`config.mk`:
```
export PLATFORM = sky130hd
export DESIGN_NAME = lsu_issue
export DESIGN_NICKNAME = d
export VERILOG_FILES = /design/src/logic/lsu_pkg.sv /design/src/logic/lsu_issue.sv
export SDC_FILE = /design/constraint.sdc
export NUM_CORES = 1
export LEC_CHECK = 0
export BUFFER_PORTS_ARGS = -buffer_cell sky130_fd_sc_hd__buf_2
export CORE_MARGIN = 5
export CORE_UTILIZATION = 45
export CTS_CLUSTER_DIAMETER = 100
export CTS_CLUSTER_SIZE = 30
export DETAILED_ROUTE_END_ITERATION = 16
export PLACE_DENSITY_LB_ADDON = 0.08
export SLEW_MARGIN = 20
export SYNTH_ARGS = -nofsm -noshare
export SYNTH_HDL_FRONTEND = slang
export SYNTH_SLANG_ARGS = --single-unit
export TNS_END_PERCENT = 30
```
`constraint.sdc`:
```
create_clock -name clock -period 15 [get_ports clock]
set_clock_uncertainty 0.05 [all_clocks]
set_input_delay 3.75 -clock clock [delete_from_list [all_inputs] [get_ports clock]]
set_output_delay 3.75 -clock clock [all_outputs]
set_load 0.01 [all_outputs]
```
`src/logic/lsu_pkg.sv`:
```
package lsu_pkg;

	// ************************************************************************
	// executed instruction handed to the memory stage
	// ************************************************************************
	typedef struct packed {
		logic [3:0]  rd;
		logic [31:0] exu_val;    // alu result, also the memory address
		logic [31:0] csr_val;
		logic [31:0] store_data;
		logic [31:0] pc;
		logic [31:0] csr_jump;
		logic [2:0]  funct3;
		logic        mem_ren;
		logic        mem_wen;
		logic        reg_wen;
		logic        jal_enable;
		logic        csr_enable;
		logic        exu_jump_en;
		logic        csr_jump_en;
		logic [2:0]  spare;      // always zero
	} lsu_req_t;

	// retired instruction, also the writeback word
	typedef struct packed {
		logic [31:0] pc;
		logic [31:0] jump_addr;
		logic [31:0] wb_val;
		logic [3:0]  rd;
		logic        reg_wen;
	} retire_t;

	// ************************************************************************
	// axi-lite channel payloads
	// ************************************************************************
	typedef struct packed {
		logic [31:0] araddr;
		logic [2:0]  arsize;
	} axi_ar_t;

	typedef struct packed {
		logic [31:0] awaddr;
		logic [2:0]  awsize;
	} axi_aw_t;

	typedef struct packed {
		logic [31:0] wdata;
		logic [3:0]  wstrb;
	} axi_w_t;

	typedef struct packed {
		logic [31:0] rdata;
		logic [1:0]  rresp;
	} axi_r_t;

	typedef struct packed {
		logic [1:0] bresp;
	} axi_b_t;

	// load/store width encodings
	localparam logic [2:0] F3_B  = 3'b000;
	localparam logic [2:0] F3_H  = 3'b001;
	localparam logic [2:0] F3_W  = 3'b010;
	localparam logic [2:0] F3_BU = 3'b100;
	localparam logic [2:0] F3_HU = 3'b101;

endpackage

```
`src/logic/lsu_issue.sv`:
```
`timescale 1ns/1ns

module lsu_issue #(
	parameter int ISSUE_DEPTH = 4
) (
	input  logic              clock,
	input  logic              reset,
	input  logic              req_valid,
	input  lsu_pkg::lsu_req_t req,
	output logic              lsu_valid,
	output lsu_pkg::lsu_req_t lsu_req,
	input  logic              lsu_ready
);

	localparam int PTR_W = $clog2(ISSUE_DEPTH);
	localparam int CNT_W = $clog2(ISSUE_DEPTH + 1);

	lsu_pkg::lsu_req_t fifo [ISSUE_DEPTH];
	logic [PTR_W-1:0]  wr_ptr;
	logic [PTR_W-1:0]  rd_ptr;
	logic [CNT_W-1:0]  count;
	logic              push;
	logic              pop;
	logic              full;

	assign full      = (count == CNT_W'(ISSUE_DEPTH));
	assign push      = req_valid & ~full;
	assign pop       = lsu_valid & lsu_ready;
	assign lsu_valid = (count != '0);
	assign lsu_req   = fifo[rd_ptr]; // oldest entry

	always_ff @(posedge clock) begin
		if (reset) begin
			wr_ptr <= '0;
			rd_ptr <= '0;
			count  <= '0;
		end else begin
			if (push)
				wr_ptr <= (wr_ptr == PTR_W'(ISSUE_DEPTH - 1)) ? '0 : wr_ptr + 1'b1;
			if (pop)
				rd_ptr <= (rd_ptr == PTR_W'(ISSUE_DEPTH - 1)) ? '0 : rd_ptr + 1'b1;
			if (push && !pop)
				count <= count + 1'b1;
			else if (pop && !push)
				count <= count - 1'b1;
		end
	end

	always_ff @(posedge clock) begin
		if (push)
			fifo[wr_ptr] <= req;
	end

	// caller keeps outstanding requests within the queue depth
	assert property (@(posedge clock) disable iff (reset) req_valid |-> !full);

	// empty queue has both pointers together
	assert property (@(posedge clock) disable iff (reset) !lsu_valid |-> rd_ptr == wr_ptr);

endmodule

```
==> impl_metrics.py <==
metrics = {
    "run_status": {
        "run_status": "complete, no violations",
    },
    "global_route": {
        "antenna_found_initial": 18,
        "grt_pass1_vias": 11600,
        "grt_max_degree": 97,
        "grt-ovfl-total": 0,
        "grt_pass1_wl_um": 76300,
        "gr-usage-all-layers": 0.160,
    },
    "route": {
        "wl_per_cell_um": 24.4,
        "vias": 11300,
        "viasPerCell": 5.34,
        "drt_iter0_markers": 638,
        "dr.pass1.iters": 4,
        "ant_nets": 0,
        "drc": 0,
        "routed_wl_um": 51500,
    },
    "finish": {
        "multi_input_area_um2": 4270,
        "num-fill-cells": 4617,
        "regArea_um2": 21400,
        "layoutNonFillerInstCount": 2111,
        "drive_gt1_frac": 0.442,
        "area_growth_pct": 13.1,
        "fin_nets": 1520,
    },
    "synthesis": {
        "synthTopCellsByArea": "edfxtp_1 (82%), mux4_2 (15%), dfxtp_1 (0.69%)",
        "syn_area_per_cell_um2": 26.8,
        "synth_top_area_cell": "edfxtp_1",
        "syn_nets": 1160,
        "ys_types": 22,
        "synth_area_um2": 26000,
        "netlist.area_leader.share": 0.817,
        "synthCells": 972,
        "yosysMostFrequentCell": "edfxtp_1",
        "ys_seq_elements": 717,
        "synthTopCellsByCount": "edfxtp_1 (708), mux4_2 (177), buf_2 (19)",
        "ys_seq_area_frac": 0.824,
        "synth-edff-count": 708,
        "ys.warnings.count": 0,
        "ys_async_sr_fraction": 0,
        "synthFlopType": "edfxtp_1",
    },
    "critical_path": {
        "reg2reg_to": "fifo[2][139]$_DFFE_PP_",
        "end_kind": "output port",
        "cpLargestDelayFamily": "buffers and inverters",
        "cp_num_buf_inv": 2,
        "cp_slowest_cell": "dfxtp_4",
        "required_ns": 11.20,
        "r2r_cells": 5,
        "path_cells": "buf_4, mux4_2, buf_2",
        "max_stage_delay_ns": 0.92,
        "reg2reg_from": "count[0]$_SDFFE_PP0P_",
        "r2r_slack_ns": 11.66,
        "start_kind": "flop",
        "worstSetupPathType": "reg -> out",
        "cp_data_arrival_time_ns": 3.19,
        "cp_max_fo": 43,
    },
    "power": {
        "power_frac_comb": 0.231,
        "p_sw_mw": 1.20,
        "sw_frac_of_total": 0.267,
        "leakagePower_nw": 9.51,
        "p_int_mw": 3.28,
        "vdd_drop_max_mv": 0.107,
        "power_density_nw_per_um2": 152,
        "power.share.clock": 0.208,
        "power_frac_seq": 0.561,
    },
    "clocking": {
        "cts.sinks": 717,
        "clk_pin_slew_worst_paths_ns": 0.10,
        "ctsHoldBuffers": 0,
        "cts_buffer_depth": 3,
        "cts_made_buffers": 28,
        "cts-htree-levels": 1,
        "post_cts_resized": 0,
        "cts_setup_buffers": 0,
        "cts_tree": "done",
        "root_buffer": "clkbuf_16",
        "clk_latency_ns": 0.59,
    },
    "die": {
        "ios": 359,
        "dieArea_um2": 62700,
        "coreArea_um2": 57500,
        "core.rowCount": 88,
        "dieWidth_um": 250,
        "die_h_um": 250,
        "initial_core_util": 0.452,
    },
    "min_path": {
        "whs_path_depth": 2,
        "hold_path.class": "reg -> reg",
        "worstHoldStart": "rd_ptr[0]$_SDFFE_PP0P_",
    },
    "timing": {
        "finalMaxSlewViolations": 0,
        "worstMarginPinSlew_ns": 1.06,
        "fin_crit_sh": 0.466,
        "fmax_mhz": 143,
        "rsz0062_at_grt": "false",
        "fin_tns_setup_ns": 0,
        "setup_viol": 0,
        "hold_violations": 0,
        "slew-limit-headroom": 0.296,
        "final.min_clock_period_ns": 6.99,
    },
    "run": {
        "max_cap_viol_count": 0,
    },
    "place": {
        "io_buffers": 358,
        "gp_congestion": 0.719,
        "post-place-cells": 2067,
        "dp_hpwl_um": 30700,
    },
}
power groups by stage:
stage / clock, mW / sequential (mW) / combinational (mW)
final: 0.934 / 2.51 / 1.03
after CTS: 0.968 / 2.52 / 1.07
after global placement: 0 / 2.56 / 1.07
after global routing: 1.04 / 2.54 / 1.12
after detailed placement: 0 / 2.57 / 1.07
after floorplan: 0 / 2.55 / 0.693
per-stage QoR:
| step | instance area, um2 | power (mW) | worst slack, ns | utilization | hold slack, ns |
|---|---|---|---|---|---|
| after detailed placement | 28600 | 3.64 | 8.25 | 0.497 | 0.423 |
| after floorplan | 26000 | 3.24 | 6.29 | - | 0.413 |
| after CTS | 29400 | 4.56 | 7.81 | 0.511 | 0.438 |
| final | 29400 | 4.48 | 8.01 | 0.512 | 0.433 |
| after global routing | 29400 | 4.70 | 7.65 | 0.511 | 0.468 |
| after global placement | 28600 | 3.63 | 8.27 | 0.497 | 0.424 |
state kept, by name (all words and copies together) (netlist names), named ones only:
signal	cells
fifo	708
count	3
rd_ptr	2
wr_ptr	2
final cells by class:
type,count,area share
inverter,3,0.000383
antenna,8,0.000681
clock inverter,6,0.00234
sequential,717,0.729
tap,765,0.0326
clock buffer,30,0.0248
timing repair buffer,371,0.0647
multi-input combinational,211,0.145
logic make-up after synthesis:
| logic type | Yosys count | synth area share |
|---|---|---|
| buf+inv | 44 | 0.0119 |
| flops | 717 | 0.824 |
| xor+xnor | 2 | 0.000674 |
| mux | 181 | 0.155 |
| simple gates | 16 | 0.00322 |
| compound gates | 5 | 0.00130 |
| fa+ha+maj | 7 | 0.00366 |
worst register-to-register path, cell delays in order (launching register included):
cell	delay, ns
dfxtp_1	0.45
nor2_1	0.08
a21boi_2	0.32
and2_4	0.63
buf_4	0.80
buf_4	0.65
layer usage:
metal | share of wire | global-route usage | wire length [um]
met1 | 0.42 | 0.225 | 21500
met2 | 0.50 | 0.260 | 25600
met3 | 0.066 | 0.0445 | 3390
met4 | 0.016 | 0.0242 | 835
met5 | 0.0024 | 0 | 124
cell usage in the layout, fill, tap and decap left out, types with 3 or more instances in the layout:
| cell type | Yosys | routed |
|---|---|---|
| buf_4 | 0 | 12 |
| or3_1 | 3 | 3 |
| mux2i_1 | 3 | 3 |
| buf_2 | 19 | 358 |
| ha_1 | 6 | 6 |
| and2_4 | 0 | 4 |
| inv_1 | 3 | 3 |
| edfxtp_1 | 708 | 708 |
| diode_2 | 0 | 8 |
| clkbuf_16 | 0 | 29 |
| dfxtp_1 | 9 | 7 |
| nor2_1 | 5 | 5 |
| mux4_2 | 177 | 177 |
worst max path at each step:
stage	start	endpoint	depth (start not counted)
after floorplan	req_valid	fifo[0][0]$_DFFE_PP_	2
after global placement	req_valid	fifo[2][87]$_DFFE_PP_	5
after detailed placement	req_valid	fifo[2][88]$_DFFE_PP_	5
after CTS	flop	lsu_req[136]	3
after global routing	flop	lsu_req[136]	3
final	flop	lsu_req[57]	3
(Power assumes the default switching activity.)
