File: src/logic/lsu_pkg.sv
package lsu_pkg;

	// ************************************************************************
	// executed instruction handed to the memory stage
	// ************************************************************************
	typedef struct packed {
		logic [3:0]  rd;
		logic [31:0] exu_val;    // alu result, also the memory address
		logic [31:0] csr_val;
		logic [31:0] store_data;
		logic [31:0] pc;
		logic [31:0] csr_jump;
		logic [2:0]  funct3;
		logic        mem_ren;
		logic        mem_wen;
		logic        reg_wen;
		logic        jal_enable;
		logic        csr_enable;
		logic        exu_jump_en;
		logic        csr_jump_en;
		logic [2:0]  spare;      // always zero
	} lsu_req_t;

	// retired instruction, also the writeback word
	typedef struct packed {
		logic [31:0] pc;
		logic [31:0] jump_addr;
		logic [31:0] wb_val;
		logic [3:0]  rd;
		logic        reg_wen;
	} retire_t;

	// ************************************************************************
	// axi-lite channel payloads
	// ************************************************************************
	typedef struct packed {
		logic [31:0] araddr;
		logic [2:0]  arsize;
	} axi_ar_t;

	typedef struct packed {
		logic [31:0] awaddr;
		logic [2:0]  awsize;
	} axi_aw_t;

	typedef struct packed {
		logic [31:0] wdata;
		logic [3:0]  wstrb;
	} axi_w_t;

	typedef struct packed {
		logic [31:0] rdata;
		logic [1:0]  rresp;
	} axi_r_t;

	typedef struct packed {
		logic [1:0] bresp;
	} axi_b_t;

	// load/store width encodings
	localparam logic [2:0] F3_B  = 3'b000;
	localparam logic [2:0] F3_H  = 3'b001;
	localparam logic [2:0] F3_W  = 3'b010;
	localparam logic [2:0] F3_BU = 3'b100;
	localparam logic [2:0] F3_HU = 3'b101;

endpackage

File: src/logic/lsu.sv
`timescale 1ns/1ns

module lsu (
	input  logic              clock,
	input  logic              reset,
	input  logic              lsu_valid,
	input  lsu_pkg::lsu_req_t lsu_req,
	output logic              lsu_ready,
	output logic              arvalid,
	output lsu_pkg::axi_ar_t  ar,
	input  logic              arready,
	input  logic              rvalid,
	input  lsu_pkg::axi_r_t   r,
	output logic              rready,
	output logic              awvalid,
	output lsu_pkg::axi_aw_t  aw,
	input  logic              awready,
	output logic              wvalid,
	output lsu_pkg::axi_w_t   w,
	input  logic              wready,
	input  logic              bvalid,
	input  lsu_pkg::axi_b_t   b,
	output logic              bready,
	output logic              wb_valid,
	output lsu_pkg::retire_t  wb
);

	lsu_pkg::lsu_req_t req_q;
	logic              accept;
	logic [31:0]       snpc;
	logic [31:0]       load_shift;
	logic [31:0]       load_val;
	logic [3:0]        store_mask;

	assign accept = lsu_valid & lsu_ready;
	assign snpc   = lsu_req.pc + 32'd4;

	// ************************************************************************
	// handshake control
	// ************************************************************************
	always_ff @(posedge clock) begin
		if (reset) begin
			lsu_ready <= 1'b1;
			arvalid   <= 1'b0;
			awvalid   <= 1'b0;
			wvalid    <= 1'b0;
			wb_valid  <= 1'b0;
		end else begin
			wb_valid <= (accept & ~lsu_req.mem_ren & ~lsu_req.mem_wen)
				| (rvalid & rready) | (bvalid & bready);

			if (accept)
				lsu_ready <= 1'b0;
			else if (wb_valid)
				lsu_ready <= 1'b1; // back the cycle after writeback

			if (accept && lsu_req.mem_ren)
				arvalid <= 1'b1;
			else if (arready)
				arvalid <= 1'b0;

			if (accept && lsu_req.mem_wen)
				awvalid <= 1'b1;
			else if (awready)
				awvalid <= 1'b0;

			if (accept && lsu_req.mem_wen)
				wvalid <= 1'b1;
			else if (wready)
				wvalid <= 1'b0;
		end
	end

	// request latch and writeback selection
	always_ff @(posedge clock) begin
		if (accept) begin
			req_q        <= lsu_req;
			wb.pc        <= lsu_req.pc;
			wb.rd        <= lsu_req.rd;
			wb.reg_wen   <= lsu_req.reg_wen;
			wb.wb_val    <= lsu_req.jal_enable ? snpc :
				lsu_req.csr_enable ? lsu_req.csr_val : lsu_req.exu_val;
			wb.jump_addr <= lsu_req.csr_jump_en ? lsu_req.csr_jump :
				lsu_req.exu_jump_en ? lsu_req.exu_val : snpc;
		end else if (rvalid && rready) begin
			wb.wb_val <= load_val;
		end
	end

	// ************************************************************************
	// bus side
	// ************************************************************************
	assign rready    = 1'b1;
	assign bready    = 1'b1;
	assign ar.araddr = req_q.exu_val;
	assign ar.arsize = {1'b0, req_q.funct3[1:0]};
	assign aw.awaddr = req_q.exu_val;
	assign aw.awsize = {1'b0, req_q.funct3[1:0]};

	always_comb begin
		case (req_q.funct3)
			lsu_pkg::F3_B: store_mask = 4'b0001;
			lsu_pkg::F3_H: store_mask = 4'b0011;
			lsu_pkg::F3_W: store_mask = 4'b1111;
			default:       store_mask = 4'b0000;
		endcase
	end

	assign w.wstrb = store_mask << req_q.exu_val[1:0];
	assign w.wdata = req_q.store_data << {req_q.exu_val[1:0], 3'b000};

	// load extension
	assign load_shift = r.rdata >> {req_q.exu_val[1:0], 3'b000};

	always_comb begin
		case (req_q.funct3)
			lsu_pkg::F3_B:  load_val = {{24{load_shift[7]}}, load_shift[7:0]};
			lsu_pkg::F3_H:  load_val = {{16{load_shift[15]}}, load_shift[15:0]};
			lsu_pkg::F3_W:  load_val = load_shift;
			lsu_pkg::F3_BU: load_val = {24'd0, load_shift[7:0]};
			lsu_pkg::F3_HU: load_val = {16'd0, load_shift[15:0]};
			default:        load_val = 32'd0;
		endcase
	end

	// only naturally aligned accesses reach the bus
	assert property (@(posedge clock) disable iff (reset)
		accept && (lsu_req.mem_ren || lsu_req.mem_wen) |->
			(lsu_req.funct3[1:0] == 2'b00) ||
			(lsu_req.funct3[1:0] == 2'b01 && lsu_req.exu_val[0] == 1'b0) ||
			(lsu_req.funct3[1:0] == 2'b10 && lsu_req.exu_val[1:0] == 2'b00));

	assert property (@(posedge clock) disable iff (reset)
		accept |-> !(lsu_req.mem_ren && lsu_req.mem_wen));

	// no error responses from the sram
	assert property (@(posedge clock) disable iff (reset)
		!(rvalid && r.rresp != 2'b00) && !(bvalid && b.bresp != 2'b00));

endmodule

File: config.mk
export PLATFORM = sky130hd
export DESIGN_NAME = lsu
export DESIGN_NICKNAME = d
export VERILOG_FILES = /design/src/logic/lsu_pkg.sv /design/src/logic/lsu.sv
export SDC_FILE = /design/constraint.sdc
export NUM_CORES = 1
export LEC_CHECK = 0
export ABC_AREA = 1
export BUFFER_PORTS_ARGS = -buffer_cell sky130_fd_sc_hd__buf_2
export CAP_MARGIN = 20
export CORE_AREA = 2 2 169 171
export CTS_CLUSTER_SIZE = 12
export DETAILED_ROUTE_END_ITERATION = 8
export DIE_AREA = 0 0 171 173
export PLACE_DENSITY = 0.59
export SYNTH_ARGS = -nofsm -noshare
export SYNTH_HDL_FRONTEND = slang
export SYNTH_SLANG_ARGS = --single-unit
File: constraint.sdc
create_clock -name clock -period 3.5 [get_ports clock]
set_input_delay 0.7 -clock clock [delete_from_list [all_inputs] [get_ports clock]]
set_output_delay 0.7 -clock clock [all_outputs]
set_load 0.02 [all_outputs]
==> results by group <==
Placed design
  – Dpl hpwl: 27.5 mm
  – Buffers on Ports: 423
  – GPL Wtd Cong: 0.870

Floorplan
  – Initial Utilization: 35.2%
  – Die X: 171 µm
  – FP Rows: 61
  – Die Y: 173 µm
  – # IOs: 435
  – Die area: 0.0296 mm²
  – Core box area: 0.0276 mm²

Clocking
  – Worst skew pair latency: 450 ps
  – H-tree levels: 4
  – Reg clk slew, reported paths: 70 ps
  – TritonCTS buffer count: 17
  – Clk buf depth: 2
  – CTS root buf: clkbuf_16
  – Sink Count: 173
  – Setup Buffers After CTS: 0
  – TritonCTS clock tree: done
  – Hold buffers post-CTS: 0
  – Post-CTS Resized: 0

Setup path
  – Sequence of cells on the critical path: nor2_2 > inv_1 > nor2_1 > inv_1 > o21ai_0 > a21oi_1 > inv_1 > buf_2
  – Req. time, crit path: 2800 ps
  – Setup Crit Path Kind: flop to primary output
  – Worst reg2reg setup slack: 1140 ps
  – Worst R2R Path Depth: 8
  – Crit path largest cell delay: 460 ps
  – CP max-delay cell: edfxtp_1
  – Crit-path max FO: 4
  – Reg2reg end: wb[14]
  – Worst r2r src: ar[3]
  – Most frequent CP cell: inv_1
  – Arr. time, crit path: 2130 ps
  – CP endpoint kind: primary output
  – Critical Path Source Type: flop

Route
  – DR WL/cell: 18.8 µm
  – Routed wire length: 35.3 mm
  – DRC viols: 0
  – ANT nets after route: 0
  – DR iter-0 viols: 724
  – DRT Pass-1 Iters: 6
  – Vias per cell: 4.86
  – Via count: 9122

Final layout
  – Layout cells sized above 1: 32.5%
  – Fin nets: 1705
  – Area added between synthesis and finish: 26.2%
  – Filler cells: 2822

Hold path
  – Min-delay worst type: input pin to flop
  – Worst Hold Launch: lsu_req[82]
  – Endpoint of the worst hold path: req_q[82]
  – Hold Path Cell Cnt: 1

Synth
  – Primary flip-flop cell chosen by synthesis mapping: edfxtp_1
  – Avg Cell Area, Syn: 8.46 µm²
  – Synth cell types: 35
  – Yosys top cell area share: 51.9%
  – EDFF count, synth: 168
  – Ranking of synthesized cells by area: edfxtp_1 52%, nand2_1 14%, buf_4 5.9%
  – Syn Inst Count: 1150
  – Post-synthesis sequential area ratio: 52.9%
  – Leading area contributor after synthesis: edfxtp_1
  – Synthesized area: 0.00972 mm²
  – Ys async rst share: 0%
  – #FFs+latches synth: 173
  – Synth Warn #: 0

STA
  – Min Tclk post-route: 2830 ps
  – Final Skew: 10.1 ps
  – # setup viols final: 0
  – Final Max Tran Viols: 0
  – Fmax: 354 MHz
  – Final worst path period share: 80.8%
  – Relative slew slack: 42.7%
  – Worst-Margin Slew: 857 ps
  – RSZ-0062 raised after global routing: false
  – Fin. Hold Viols: 0
  – Fin Setup TNS: 0 ps

Global routing
  – Total global routing overflow: 0
  – First-pass GRT wire length: 51.5 mm
  – Vias in the first global route: 8805
  – Largest net degree at the start of global routing: 53
  – All-Layer GR Usage: 23.4%
  – Initial antenna violation count: 8

Power and ir drop
  – Switching pwr: 1720 µW
  – Clock power frac: 34.3%
  – Pwr Total: 5610 µW
  – Net Sw Frac: 30.8%
  – LEAKAGE: 0.00582 µW
  – Internal power: 3880 µW
  – Pwr/cell area: 457 mW/mm²
  – Combinational power share: 20.7%
  – Sequential power share: 45.0%
  – Worst VDD drop: 0.236 mV

Status
  – Status: complete, no violations

Job
  – Max Cap Violations: 0
-- critical path, delay by kind of cell (launching register included) --
kind                   cells  cell delay, ps
AOI/OAI and AO/OA          2             470
DFF                        1             460
and+or+nand+nor            2             380
buffers and inverters      4             370
-- power by group through the flow --
| stage | Clock [µW] | Combinational, µW | Sequential, µW |
|---|---|---|---|
| floorplan | 0 | 575 | 2710 |
| global placement | 0 | 1160 | 2570 |
| detailed placement | 0 | 1160 | 2570 |
| CTS | 1950 | 1170 | 2530 |
| global route | 2030 | 1260 | 2540 |
| finish | 1920 | 1160 | 2520 |
-- metal layers --
metal	global-route usage (%)	share of wire, %	up-vias
met5	0	0.099	-
met4	9.64	3.1	8
met3	5.79	8.1	63
met2	40.2	49	413
met1	27.6	40	4207
li1	-	-	4431
-- cell type report --
| cell class | count | area [µm²] | share of cell area [%] |
|---|---|---|---|
| Sequential cell | 173 | 5140 | 41.9 |
| Multi-Input combinational cell | 759 | 3440 | 28.0 |
| Timing Repair Buffer | 440 | 2280 | 18.6 |
| Tap cell | 378 | 473 | 3.85 |
| Clock buffer | 17 | 425 | 3.47 |
| Inverter | 92 | 350 | 2.86 |
| Clock inverter | 15 | 146 | 1.19 |
| Antenna cell | 4 | 10.0 | 0.0816 |
-- registers in the layout, indices dropped and copies added, names as in the netlist --
name / flops
ar: 34
wvalid: 1
lsu_ready: 1
wb: 101
wb_valid: 1
awvalid: 1
arvalid: 1
req_q: 33
-- cells in the final DEF (no fill, tap or decap), drive strengths merged --
cell      instances
clkinv            8
nand3            88
nand2           352
clkbuf           17
bufinv            2
a31oi             4
edfxtp          168
clkinvlp          3
a21oi            90
o211ai            1
or2               1
buf             440
nor2             87
and2              1
ha                1
nand3b            2
diode             4
o21a              3
xnor2             5
o22ai             5
nand4             1
inv              94
conb              4
a22oi             7
xor2              3
o21bai            2
mux2i             7
dfxtp             5
o21ai            95
-- worst max-delay path by stage --
| stage | from | endpoint | slack [ps] | depth (start not counted) |
|---|---|---|---|---|
| floorplan | lsu_valid | wb[14] | 210 | 5 |
| global placement | ar[0] | w[3] | 1090 | 8 |
| detailed placement | ar[0] | w[3] | 1050 | 8 |
| CTS | ar[0] | w[3] | 570 | 8 |
| global route | ar[0] | w[3] | 490 | 8 |
| finish | ar[0] | w[3] | 670 | 8 |
-- cells in the mapped netlist, types with 2 or more instances --
cell type	count
nand2_1	350
edfxtp_1	168
a21oi_1	90
inv_1	88
o21ai_0	88
nand3_1	86
nor2_1	79
buf_4	76
clkbuf_1	30
buf_2	16
a22oi_1	7
mux2i_1	7
o21ai_1	7
dfxtp_1	5
nor2_2	5
o22ai_1	5
xnor2_1	5
a31oi_1	4
buf_1	3
buf_6	3
nor2_4	3
o21a_1	3
xor2_1	3
clkinv_1	2
conb_1	2
inv_2	2
nand2_2	2
nand3_2	2
nand3b_1	2
o21bai_1	2
-- through the flow --
step | hold WS [ps] | util [%] | area (µm²) | cells | setup slack [ps]
after floorplan | 534 | - | 9730 | 1152 | 206
after global placement | 453 | 42.3 | 11700 | 1842 | 1090
after detailed placement | 459 | 42.3 | 11700 | 1842 | 1050
after CTS | 410 | 44.4 | 12300 | 1874 | 566
after global routing | 421 | 44.4 | 12300 | 1875 | 490
final | 426 | 44.4 | 12300 | 1878 | 672
-- kinds of logic after synthesis --
kind of cell,share of synthesized area (%)
and+or+nand+nor,22.3
other,0.0772
muxes,0.721
AOI/OAI and AO/OA,11.2
xor gates and xnor gates,0.721
DFF,52.9
buffers and inverters,11.9
adders and majority gates,0.129
No activity file was read; power rests on OpenSTA's default activity.
