[src/logic/lsu_pkg.sv]
package lsu_pkg;

	// ************************************************************************
	// executed instruction handed to the memory stage
	// ************************************************************************
	typedef struct packed {
		logic [3:0]  rd;
		logic [31:0] exu_val;    // alu result, also the memory address
		logic [31:0] csr_val;
		logic [31:0] store_data;
		logic [31:0] pc;
		logic [31:0] csr_jump;
		logic [2:0]  funct3;
		logic        mem_ren;
		logic        mem_wen;
		logic        reg_wen;
		logic        jal_enable;
		logic        csr_enable;
		logic        exu_jump_en;
		logic        csr_jump_en;
		logic [2:0]  spare;      // always zero
	} lsu_req_t;

	// retired instruction, also the writeback word
	typedef struct packed {
		logic [31:0] pc;
		logic [31:0] jump_addr;
		logic [31:0] wb_val;
		logic [3:0]  rd;
		logic        reg_wen;
	} retire_t;

	// ************************************************************************
	// axi-lite channel payloads
	// ************************************************************************
	typedef struct packed {
		logic [31:0] araddr;
		logic [2:0]  arsize;
	} axi_ar_t;

	typedef struct packed {
		logic [31:0] awaddr;
		logic [2:0]  awsize;
	} axi_aw_t;

	typedef struct packed {
		logic [31:0] wdata;
		logic [3:0]  wstrb;
	} axi_w_t;

	typedef struct packed {
		logic [31:0] rdata;
		logic [1:0]  rresp;
	} axi_r_t;

	typedef struct packed {
		logic [1:0] bresp;
	} axi_b_t;

	// load/store width encodings
	localparam logic [2:0] F3_B  = 3'b000;
	localparam logic [2:0] F3_H  = 3'b001;
	localparam logic [2:0] F3_W  = 3'b010;
	localparam logic [2:0] F3_BU = 3'b100;
	localparam logic [2:0] F3_HU = 3'b101;

endpackage

[src/logic/lsu_regfile.sv]
`timescale 1ns/1ns

module lsu_regfile (
	input  logic             clock,
	input  logic             reset,
	input  logic             wb_valid,
	input  lsu_pkg::retire_t wb,
	output logic             retire_valid,
	output lsu_pkg::retire_t retire,
	input  logic [3:0]       rs_addr,
	output logic [31:0]      rs_data
);

	logic [31:0] regs [16];
	logic        do_write;

	assign do_write = wb_valid & wb.reg_wen & (wb.rd != 4'd0); // x0 never written

	always_ff @(posedge clock) begin
		if (reset) begin
			for (int i = 0; i < 16; i++) begin
				regs[i] <= 32'd0;
			end
			retire_valid <= 1'b0;
		end else begin
			retire_valid <= wb_valid;
			if (do_write)
				regs[wb.rd] <= wb.wb_val;
		end
	end

	// retire announcement
	always_ff @(posedge clock) begin
		if (wb_valid)
			retire <= wb;
	end

	// decode read port
	assign rs_data = (rs_addr == 4'd0) ? 32'd0 : regs[rs_addr];

endmodule

[config.mk]
export PLATFORM = sky130hd
export DESIGN_NAME = lsu_regfile
export DESIGN_NICKNAME = d
export VERILOG_FILES = /design/src/logic/lsu_pkg.sv /design/src/logic/lsu_regfile.sv
export SDC_FILE = /design/constraint.sdc
export NUM_CORES = 1
export LEC_CHECK = 0
export BUFFER_PORTS_ARGS = -buffer_cell sky130_fd_sc_hd__clkbuf_2
export CAP_MARGIN = 10
export CORE_ASPECT_RATIO = 0.9
export CORE_UTILIZATION = 38
export CTS_BUF_LIST = sky130_fd_sc_hd__clkbuf_4 sky130_fd_sc_hd__clkbuf_8 sky130_fd_sc_hd__clkbuf_16
export CTS_CLUSTER_DIAMETER = 100
export CTS_CLUSTER_SIZE = 24
export DETAILED_ROUTE_END_ITERATION = 6
export PLACE_DENSITY_LB_ADDON = 0.25
export SLEW_MARGIN = 30
export SYNTH_ARGS = -nofsm -noshare
export SYNTH_HDL_FRONTEND = slang
export SYNTH_SLANG_ARGS = --single-unit
[constraint.sdc]
create_clock -name clock -period 2.2 [get_ports clock]
set_input_delay 0.33 -clock clock [delete_from_list [all_inputs] [get_ports clock]]
set_output_delay 0.33 -clock clock [all_outputs]
set_load 0.03 [all_outputs]
==> results.yml, run 1 <==
final_layout:
  nets: 1991
  layout_common_cells: "edfxtp_1, and2_1, clkbuf_2, buf_4, mux4_2"
  final_common_cell: "edfxtp_1"
  stdcell_count: 2751
  fill_cells: 5547
  drive_gt1_share_pct: 31.8
  area_growth_pct: 20.0
global_route:
  gr-total-overflow: 0
  grt_max_degree: 102
  track_usage_pct: 19.3
  grt_pass1_vias: 14600
  antenna_found_initial: 2
  grt_pass1_wl_um: 95300
timing:
  fmaxAchievable_mhz: 433
  holdWs_ps: 65.5
  worst_pin_slew_ps: 646
  timing.final.crit_period_ps: 2310
  tns_ps: -1380
  slew_viol_final: 0
  slew_headroom_pct: 56.9
  rsz0062_at_grt: "true"
  fin_crit_sh_pct: 105
  fin_ws_ps: -109
  setup_viol: 26
  hold_viol_final: 0
power_and_ir_drop:
  power_density_nw_per_um2: 727
  finalPower_mw: 21.8
  p_leak_nw: 10.9
  vdd_drop_max_mv: 0.604
routing:
  vias_per_cell: 5.16
  wl_per_cell_um: 23.6
  drtIter0Drc: 1125
  wl_um: 65100
  first_pass_iters: 5
  ant_nets: 0
  vias: 14200
  drc: 0
clocking:
  cts_tree: "yes"
  cts.path.max_buffers: 3
  cts_inserted_buffers: 28
  cts-root-buf: "clkbuf_16"
  clock_sinks: 582
  post_cts_buffers: 0
  htreeDepth: 1
  clkTransAtPathRegs_ps: 100
synth:
  synthSimpleGateAreaFrac_pct: 13.9
  synth_fa_ha_area_share_pct: 0
  ys_warn_count: 0
  synth_top_family_by_area: "simple AND/OR/NAND/NOR gates"
  syn_area_um2: 25000
  ys_top_cells_by_area: "edfxtp_1, and2_1, mux4_2, mux2i_1, mux2_2"
  synth_top_area_share_pct: 69.7
  synth-compound-area-share_pct: 3.08
  synthCells: 1558
  post_synth.cell_area_avg_um2: 16.1
  synth_area_leader_cell: "edfxtp_1"
  synthMuxAreaShare_pct: 10.7
  synth_xor_area_share_pct: 0
  yosysUniqueCellTypes: 37
  yosysSeqAreaShare_pct: 69.8
  ys_seq_elements: 582
  synth_nets: 1666
place:
  dp.cells: 2644
  gp_congestion: 0.796
  dp_hpwl_um: 39800
  port_buffers: 241
  place_ws_ps: -111
setup_path:
  crit_cells: 4
  endpoint: "rs_data[6]"
  start_kind: "flop"
  cp_max_fo: 1
  slowest_delay_ps: 480
  startpoint: "regs[14][6]"
  critPathSlowestCell: "mux4_2"
  critical_path_buf_inv_count: 1
  arrival_ps: 1980
  end_kind: "output pin"
  crit_family: "multiplexers"
  required_ps: 1870
  path_class: "flop to output pin"
  path_cells: "mux4_2, mux2i_2, a21oi_2, clkbuf_8"
floorplan:
  die-width_um: 273
  design.core.area_um2: 64600
  num_rows: 88
  start_util_pct: 38.7
  ios: 242
  die_y_um: 245
  die_area_um2: 66900
job:
  maxCapViolations: 0
worst_hold_path:
  hold_class: "input port to flop"
  hp-start: "wb_valid"
status:
  violations: "setup timing"
  status: "finished, violations left"
-- cell families (layout without fill, tap and decap cells) --
logic type / Yosys count / in the layout
AND/OR/NAND/NOR: 556 / 556
multiplexers: 171 / 171
other: 0 / 1
AO/OA/AOI/OAI: 120 / 120
buffers and inverters: 129 / 466
flip-flops: 582 / 582
-- stage by stage --
stage | util, % | area [um2]
floorplan | - | 25000
global placement | 43.3 | 28000
detailed placement | 43.3 | 28000
CTS | 46.3 | 30000
global route | 46.5 | 30000
finish | 46.5 | 30000
-- how the worst min path moves through the flow --
stage,to,slack (ps),cells after the start
floorplan,retire_valid,410,1
global placement,retire[38],510,1
detailed placement,retire[84],510,1
CTS,retire_valid,50,2
global route,retire_valid,50,2
finish,retire_valid,70,2
-- per-layer routing --
metal / up-vias / global-route usage (%) / wire length [um]
met5: - / 0 / 14
met3: 58 / 2.88 / 3530
met4: 2 / 3.21 / 1020
met1: 7346 / 27.1 / 29100
li1: 6372 / - / -
met2: 421 / 32.2 / 31400
-- power breakdown --
group	internal (mW)	leakage (nW)	total, mW	switching [mW]
sequential	12.8	5.56	13.0	0.173
combinational	1.09	4.90	2.73	1.64
clock	2.68	0.427	6.12	3.45
total	16.6	10.9	21.8	5.26
-- Yosys cell counts, drive strengths merged --
cell    count
nand4b      1
o221ai     12
nand2b      6
a221o      19
and2      480
nor2       38
mux2       43
o22ai      25
clkbuf     67
nand4       1
buf        62
dfxtp       1
nor3        5
a21oi      45
nand3b      1
nor2b       2
edfxtp    581
o21ai      19
nand2       3
and4bb      1
mux2i      56
nor4        1
or3b        1
or2        16
mux4       72
-- flip-flops by register name, summed over array words and instances (netlist names) --
| register | count |
|---|---|
| regs | 480 |
| retire | 101 |
| retire_valid | 1 |
-- layout make-up --
cell class | count | area [um2] | area share [%]
well taps | 855 | 1070 | 3.56
flip-flops and latches | 582 | 17500 | 58.2
clock inverters | 3 | 46.3 | 0.154
clock buffers | 39 | 801 | 2.67
diodes | 1 | 2.50 | 0.00833
repair buffers | 424 | 3380 | 11.3
multi-input cells | 847 | 7270 | 24.2
-- what timing repair did --
action,4_1_cts,5_1_grt
pin swaps,39,17
resized for setup,115,29
hold buffers,68,0
hold endpoints to repair,68,0
cloned,0,0
endpoints found under the setup margin,32,32
Note: power is estimated with default switching activity, not from simulation.
==> inputs of run 2 (changes only) <==
Settings changed: BUFFER_PORTS_ARGS -buffer_cell sky130_fd_sc_hd__clkbuf_2 to -buffer_cell sky130_fd_sc_hd__buf_2.
==> run 2 against run 1 <==
  * The run ends with DRC, setup timing left
  * Clock-buffer cell count is 1 lower
  * Non-clock buffer count is 4 lower
  * Routed wire length is 1.5% higher
  * Largest power group unchanged
  * First-iteration DRC count is 0.36% lower
  * Critical path type unchanged
  * Global-route usage is 0.38 points higher
  * Worst hold slack hardly changed
  * Final cell count is 0.15% lower
  * Setup slack better by 7.0 ps
==> results.yml, run 2 (same netlist as run 1, synthesis figures left out) <==
setup_path:
  slowest_delay_ps: 500
  path_class: "flop to output pin"
  critical_path_buf_inv_count: 1
  path_cells: "mux4_2, mux2i_4, a21oi_4, buf_6"
  arrival_ps: 1970
  required_ps: 1870
  cp_max_fo: 1
  crit_family: "multiplexers"
  start_kind: "flop"
  critPathSlowestCell: "mux4_2"
  end_kind: "output pin"
timing:
  rsz0062_at_grt: "true"
  slew_viol_final: 0
  worst_pin_slew_ps: 650
  tns_ps: -973
  fin_crit_sh_pct: 105
  slew_headroom_pct: 56.7
  fin_ws_ps: -102
  setup_viol: 22
  fmaxAchievable_mhz: 434
  timing.final.crit_period_ps: 2300
  holdWs_ps: 65.8
  hold_viol_final: 0
final_layout:
  multi_input_area_um2: 7290
  fill_cells: 5586
  final_cell_area_um2: 30000
  nets: 1988
  final_common_cell: "edfxtp_1"
  largest_reg_flops: 480
  regMostFlops: "regs"
  layout_common_cells: "edfxtp_1, and2_1, buf_2, buf_4, mux4_2"
  area_growth_pct: 19.9
  seq_area_um2: 17500
  top_regs: "regs: 480 flops, retire: 101 flops, retire_valid: 1 flops"
  drive_gt1_share_pct: 31.7
  postLayoutCoreUtil_pct: 46.4
power_and_ir_drop:
  vdd_drop_max_mv: 0.590
  switching_power_mw: 5.31
  sw_frac_of_total_pct: 24.4
  pwr-share-seq_pct: 59.6
  internal-power_mw: 16.5
  p_leak_nw: 10.8
  power.share.combinational_pct: 12.5
  finalPower_mw: 21.8
  power_density_nw_per_um2: 726
  pwr-share-clk_pct: 27.9
clocking:
  cts-root-buf: "clkbuf_16"
  cts.path.max_buffers: 3
  post_cts_buffers: 0
  cts_inserted_buffers: 29
  htreeDepth: 1
  clkTransAtPathRegs_ps: 100
  clock_sinks: 582
  cts_tree: "yes"
routing:
  wl_um: 66000
  vias: 14300
  drc: 1
  drtIter0Drc: 1121
  first_pass_iters: 7
  vias_per_cell: 5.20
  wl_per_cell_um: 24.0
  ant_nets: 0
global_route:
  track_usage_pct: 19.7
  grt_pass1_vias: 14900
  gr-total-overflow: 0
  grt_pass1_wl_um: 96900
  grt_max_degree: 102
  antenna_found_initial: 2
worst_hold_path:
  min_path_cells: 2
  whs_endpoint: "retire_valid"
  hold_class: "input port to flop"
  hp-start: "wb_valid"
floorplan:
  die-width_um: 273
  die_y_um: 245
  design.core.area_um2: 64600
  die_area_um2: 66900
  start_util_pct: 38.7
  num_rows: 88
  ios: 242
status:
  violations: "DRC, setup timing"
  status: "finished, violations left"
job:
  maxCapViolations: 0
place:
  port_buffers: 241
  placed_area_um2: 28000
  dp_hpwl_um: 39600
  gp_congestion: 0.819
run 2: cell types whose count changed in the layout (fill, tap and decap cells not counted), sizes merged:
cell | before | now
clkinv | 1 | 3
clkbuf | 264 | 38
bufinv | 1 | 0
buf | 131 | 352
run 2: power groups by stage:
stage          Sequential (mW)  Combinational (mW)  Clock [mW]
6_report                  13.0                2.71        6.07
5_1_grt                   13.0                2.87        6.56
4_1_cts                   13.0                2.71        6.20
3_5_place_dp              13.2                2.45           0
3_3_place_gp              13.2                2.43           0
2_1_floorplan             13.5                1.08           0
run 2: layer usage:
layer	global-route usage [%]	vias to the layer above	routed length [um]
li1	-	6360	-
met1	27.5	7412	29700
met2	32.8	424	31400
met3	3.04	73	3590
met4	3.62	2	1230
met5	0	-	13
run 2: worst max path at each step:
| stage | start | endpoint | slack (ps) | cells past startpoint |
|---|---|---|---|---|
| finish | regs[11][0] | rs_data[0] | -100 | 4 |
| floorplan | rs_addr[0] | rs_data[29] | 70 | 6 |
| CTS | regs[15][7] | rs_data[7] | -120 | 4 |
| detailed placement | rs_addr[0] | rs_data[8] | -10 | 6 |
| global route | regs[11][11] | rs_data[11] | -150 | 4 |
| global placement | rs_addr[2] | rs_data[1] | -20 | 8 |
run 2: cell type report:
class | count | area share (%)
Multi-Input combinational cell | 847 | 24.3
Timing Repair Buffer | 420 | 11.1
Sequential cell | 582 | 58.2
Antenna cell | 1 | 0.00834
Tap cell | 855 | 3.57
Clock inverter | 4 | 0.167
Clock buffer | 38 | 2.64
run 2: what timing repair did:
| action | 4_1_cts | 5_1_grt |
|---|---|---|
| pin swaps | 36 | 18 |
| endpoints found under the hold margin | 68 | 0 |
| hold buffers | 68 | 0 |
| resized for setup | 117 | 22 |
| endpoints found under the setup margin | 32 | 32 |
run 2: stage by stage:
stage               setup slack, ps  instances
global route                   -155       2746
global placement              -21.5       2640
finish                         -102       2747
detailed placement            -12.9       2640
CTS                            -122       2746
floorplan                      73.1       1558
==> inputs of run 3 (changes only) <==
Settings changed: CELL_PAD_IN_SITES_DETAIL_PLACEMENT set to 1, CELL_PAD_IN_SITES_GLOBAL_PLACEMENT set to 2, RECOVER_POWER set to 100.
==> run 3 against run 2 <==
  * The flow finishes with violations (capacitance limit, slew limit, setup timing)
  * Via count grew 2.2%
  * Sequential power about the same
  * Worst hold slack better by 22 ps
  * Design area fell by 1.1%
  * Final cell count rose by 1.1%
  * Critical path depth up 1
  * Non-clock buffer count rose by 22
  * Sequential share of layout area rose by 0.66 points
  * First-iteration DRC count rose by 2.0%
==> results.yml, run 3 (same netlist as run 1, synthesis figures left out) <==
timing:
  fin_crit_sh_pct: 109
  timing.final.crit_period_ps: 2390
  slew_viol_final: 102
  hold_viol_final: 0
  holdWs_ps: 87.7
  fmaxAchievable_mhz: 418
  setup_viol: 77
  rsz0062_at_grt: "true"
  worst_pin_slew_ps: 1590
  fin_ws_ps: -193
  slew_headroom_pct: -5.82
setup_path:
  path_class: "flop to output pin"
  end_kind: "output pin"
  arrival_ps: 2060
  startpoint: "regs[11][20]"
  critical_path_buf_inv_count: 2
  path_cells: "mux4_2, mux2i_2, buf_4, a21oi_2, buf_6"
  cp_max_fo: 1
  required_ps: 1870
  critPathSlowestCell: "mux4_2"
  slowest_delay_ps: 490
  crit_family: "multiplexers"
  start_kind: "flop"
clocking:
  clock_sinks: 582
  cts_tree: "yes"
  cts.path.max_buffers: 3
  htreeDepth: 1
  cts-root-buf: "clkbuf_16"
  cts_inserted_buffers: 29
  clkTransAtPathRegs_ps: 100
global_route:
  track_usage_pct: 21.9
  grt_pass1_wl_um: 107000
  gr-total-overflow: 0
  grt_pass1_vias: 15600
  antenna_found_initial: 5
  grt_max_degree: 102
routing:
  first_pass_iters: 4
  vias_per_cell: 5.25
  wl_um: 72900
  drc: 0
  ant_nets: 0
  drtIter0Drc: 1143
  vias: 14600
  wl_per_cell_um: 26.3
worst_hold_path:
  hold_class: "input port to flop"
  hp-start: "wb_valid"
  min_path_cells: 2
  whs_endpoint: "retire_valid"
status:
  violations: "capacitance limit, slew limit, setup timing"
  status: "finished, violations left"
place:
  port_buffers: 241
  dp_hpwl_um: 46500
  gp_congestion: 0.803
power_and_ir_drop:
  power.share.combinational_pct: 12.1
  switching_power_mw: 5.47
  vdd_drop_max_mv: 0.603
  internal-power_mw: 16.7
  p_leak_nw: 10.3
  sw_frac_of_total_pct: 24.7
  power_density_nw_per_um2: 747
  pwr-share-seq_pct: 58.7
  pwr-share-clk_pct: 29.2
  finalPower_mw: 22.2
floorplan:
  num_rows: 88
  design.core.area_um2: 64600
  ios: 242
  die_y_um: 245
  start_util_pct: 38.7
  die_area_um2: 66900
  die-width_um: 273
final_layout:
  regMostFlops: "regs"
  multi_input_area_um2: 7150
  drive_gt1_share_pct: 24.3
  fill_cells: 6360
  top_regs: "regs: 480 flops, retire: 101 flops, retire_valid: 1 flops"
  seq_area_um2: 17500
  layout_common_cells: "edfxtp_1, and2_1, and2_0, clkbuf_1, buf_4"
  area_growth_pct: 18.5
  largest_reg_flops: 480
  nets: 2010
  final_common_cell: "edfxtp_1"
job:
  maxCapViolations: 1
run 3: routing by layer:
metal  track usage, %  routed length [um]  vias to the layer above
li1                 -                   -                     6414
met1             31.3               33200                     7740
met2             36.1               34900                      374
met3             3.24                3760                       60
met4             3.14                1050                        4
met5                0                  22                        -
run 3: repair_timing:
item                                    4_1_cts  5_1_grt
pin swaps                                    32       21
setup buffers                                 0        0
endpoints found under the setup margin       32       32
hold buffers                                 68        0
resized for setup                           116       30
hold endpoints to repair                     68        0
run 3: layout make-up:
cell class,count,area share (%)
Antenna cell,3,0.0253
Timing Repair Buffer,442,10.3
Clock inverter,8,0.375
Tap cell,855,3.61
Clock buffer,40,2.72
Sequential cell,582,58.9
Multi-Input combinational cell,847,24.1
run 3: worst max path at each step:
stage / end / cells past startpoint
finish: rs_data[20] / 5
global route: rs_data[20] / 5
CTS: rs_data[20] / 5
detailed placement: rs_data[17] / 8
global placement: rs_data[10] / 8
floorplan: rs_data[29] / 6
run 3: per-stage QoR:
step | utilization (%) | worst slack [ps] | TNS [ps] | instance area (um2) | instances
detailed placement | 43.5 | -131 | -1020 | 28100 | 2659
global route | 45.9 | -220 | -10820 | 29700 | 2774
CTS | 46.6 | -192 | -3030 | 30100 | 2774
finish | 45.9 | -193 | -4530 | 29700 | 2777
floorplan | - | 73.1 | 0 | 25000 | 1558
global placement | 43.5 | -135 | -1010 | 28100 | 2659
run 3: power groups by stage:
stage	clock [mW]	combinational, mW	sequential, mW
after floorplan	0	1.08	13.5
after global placement	0	2.51	13.2
after detailed placement	0	2.53	13.2
after CTS	6.63	2.80	13.0
after global routing	6.96	2.84	13.1
final	6.46	2.69	13.0
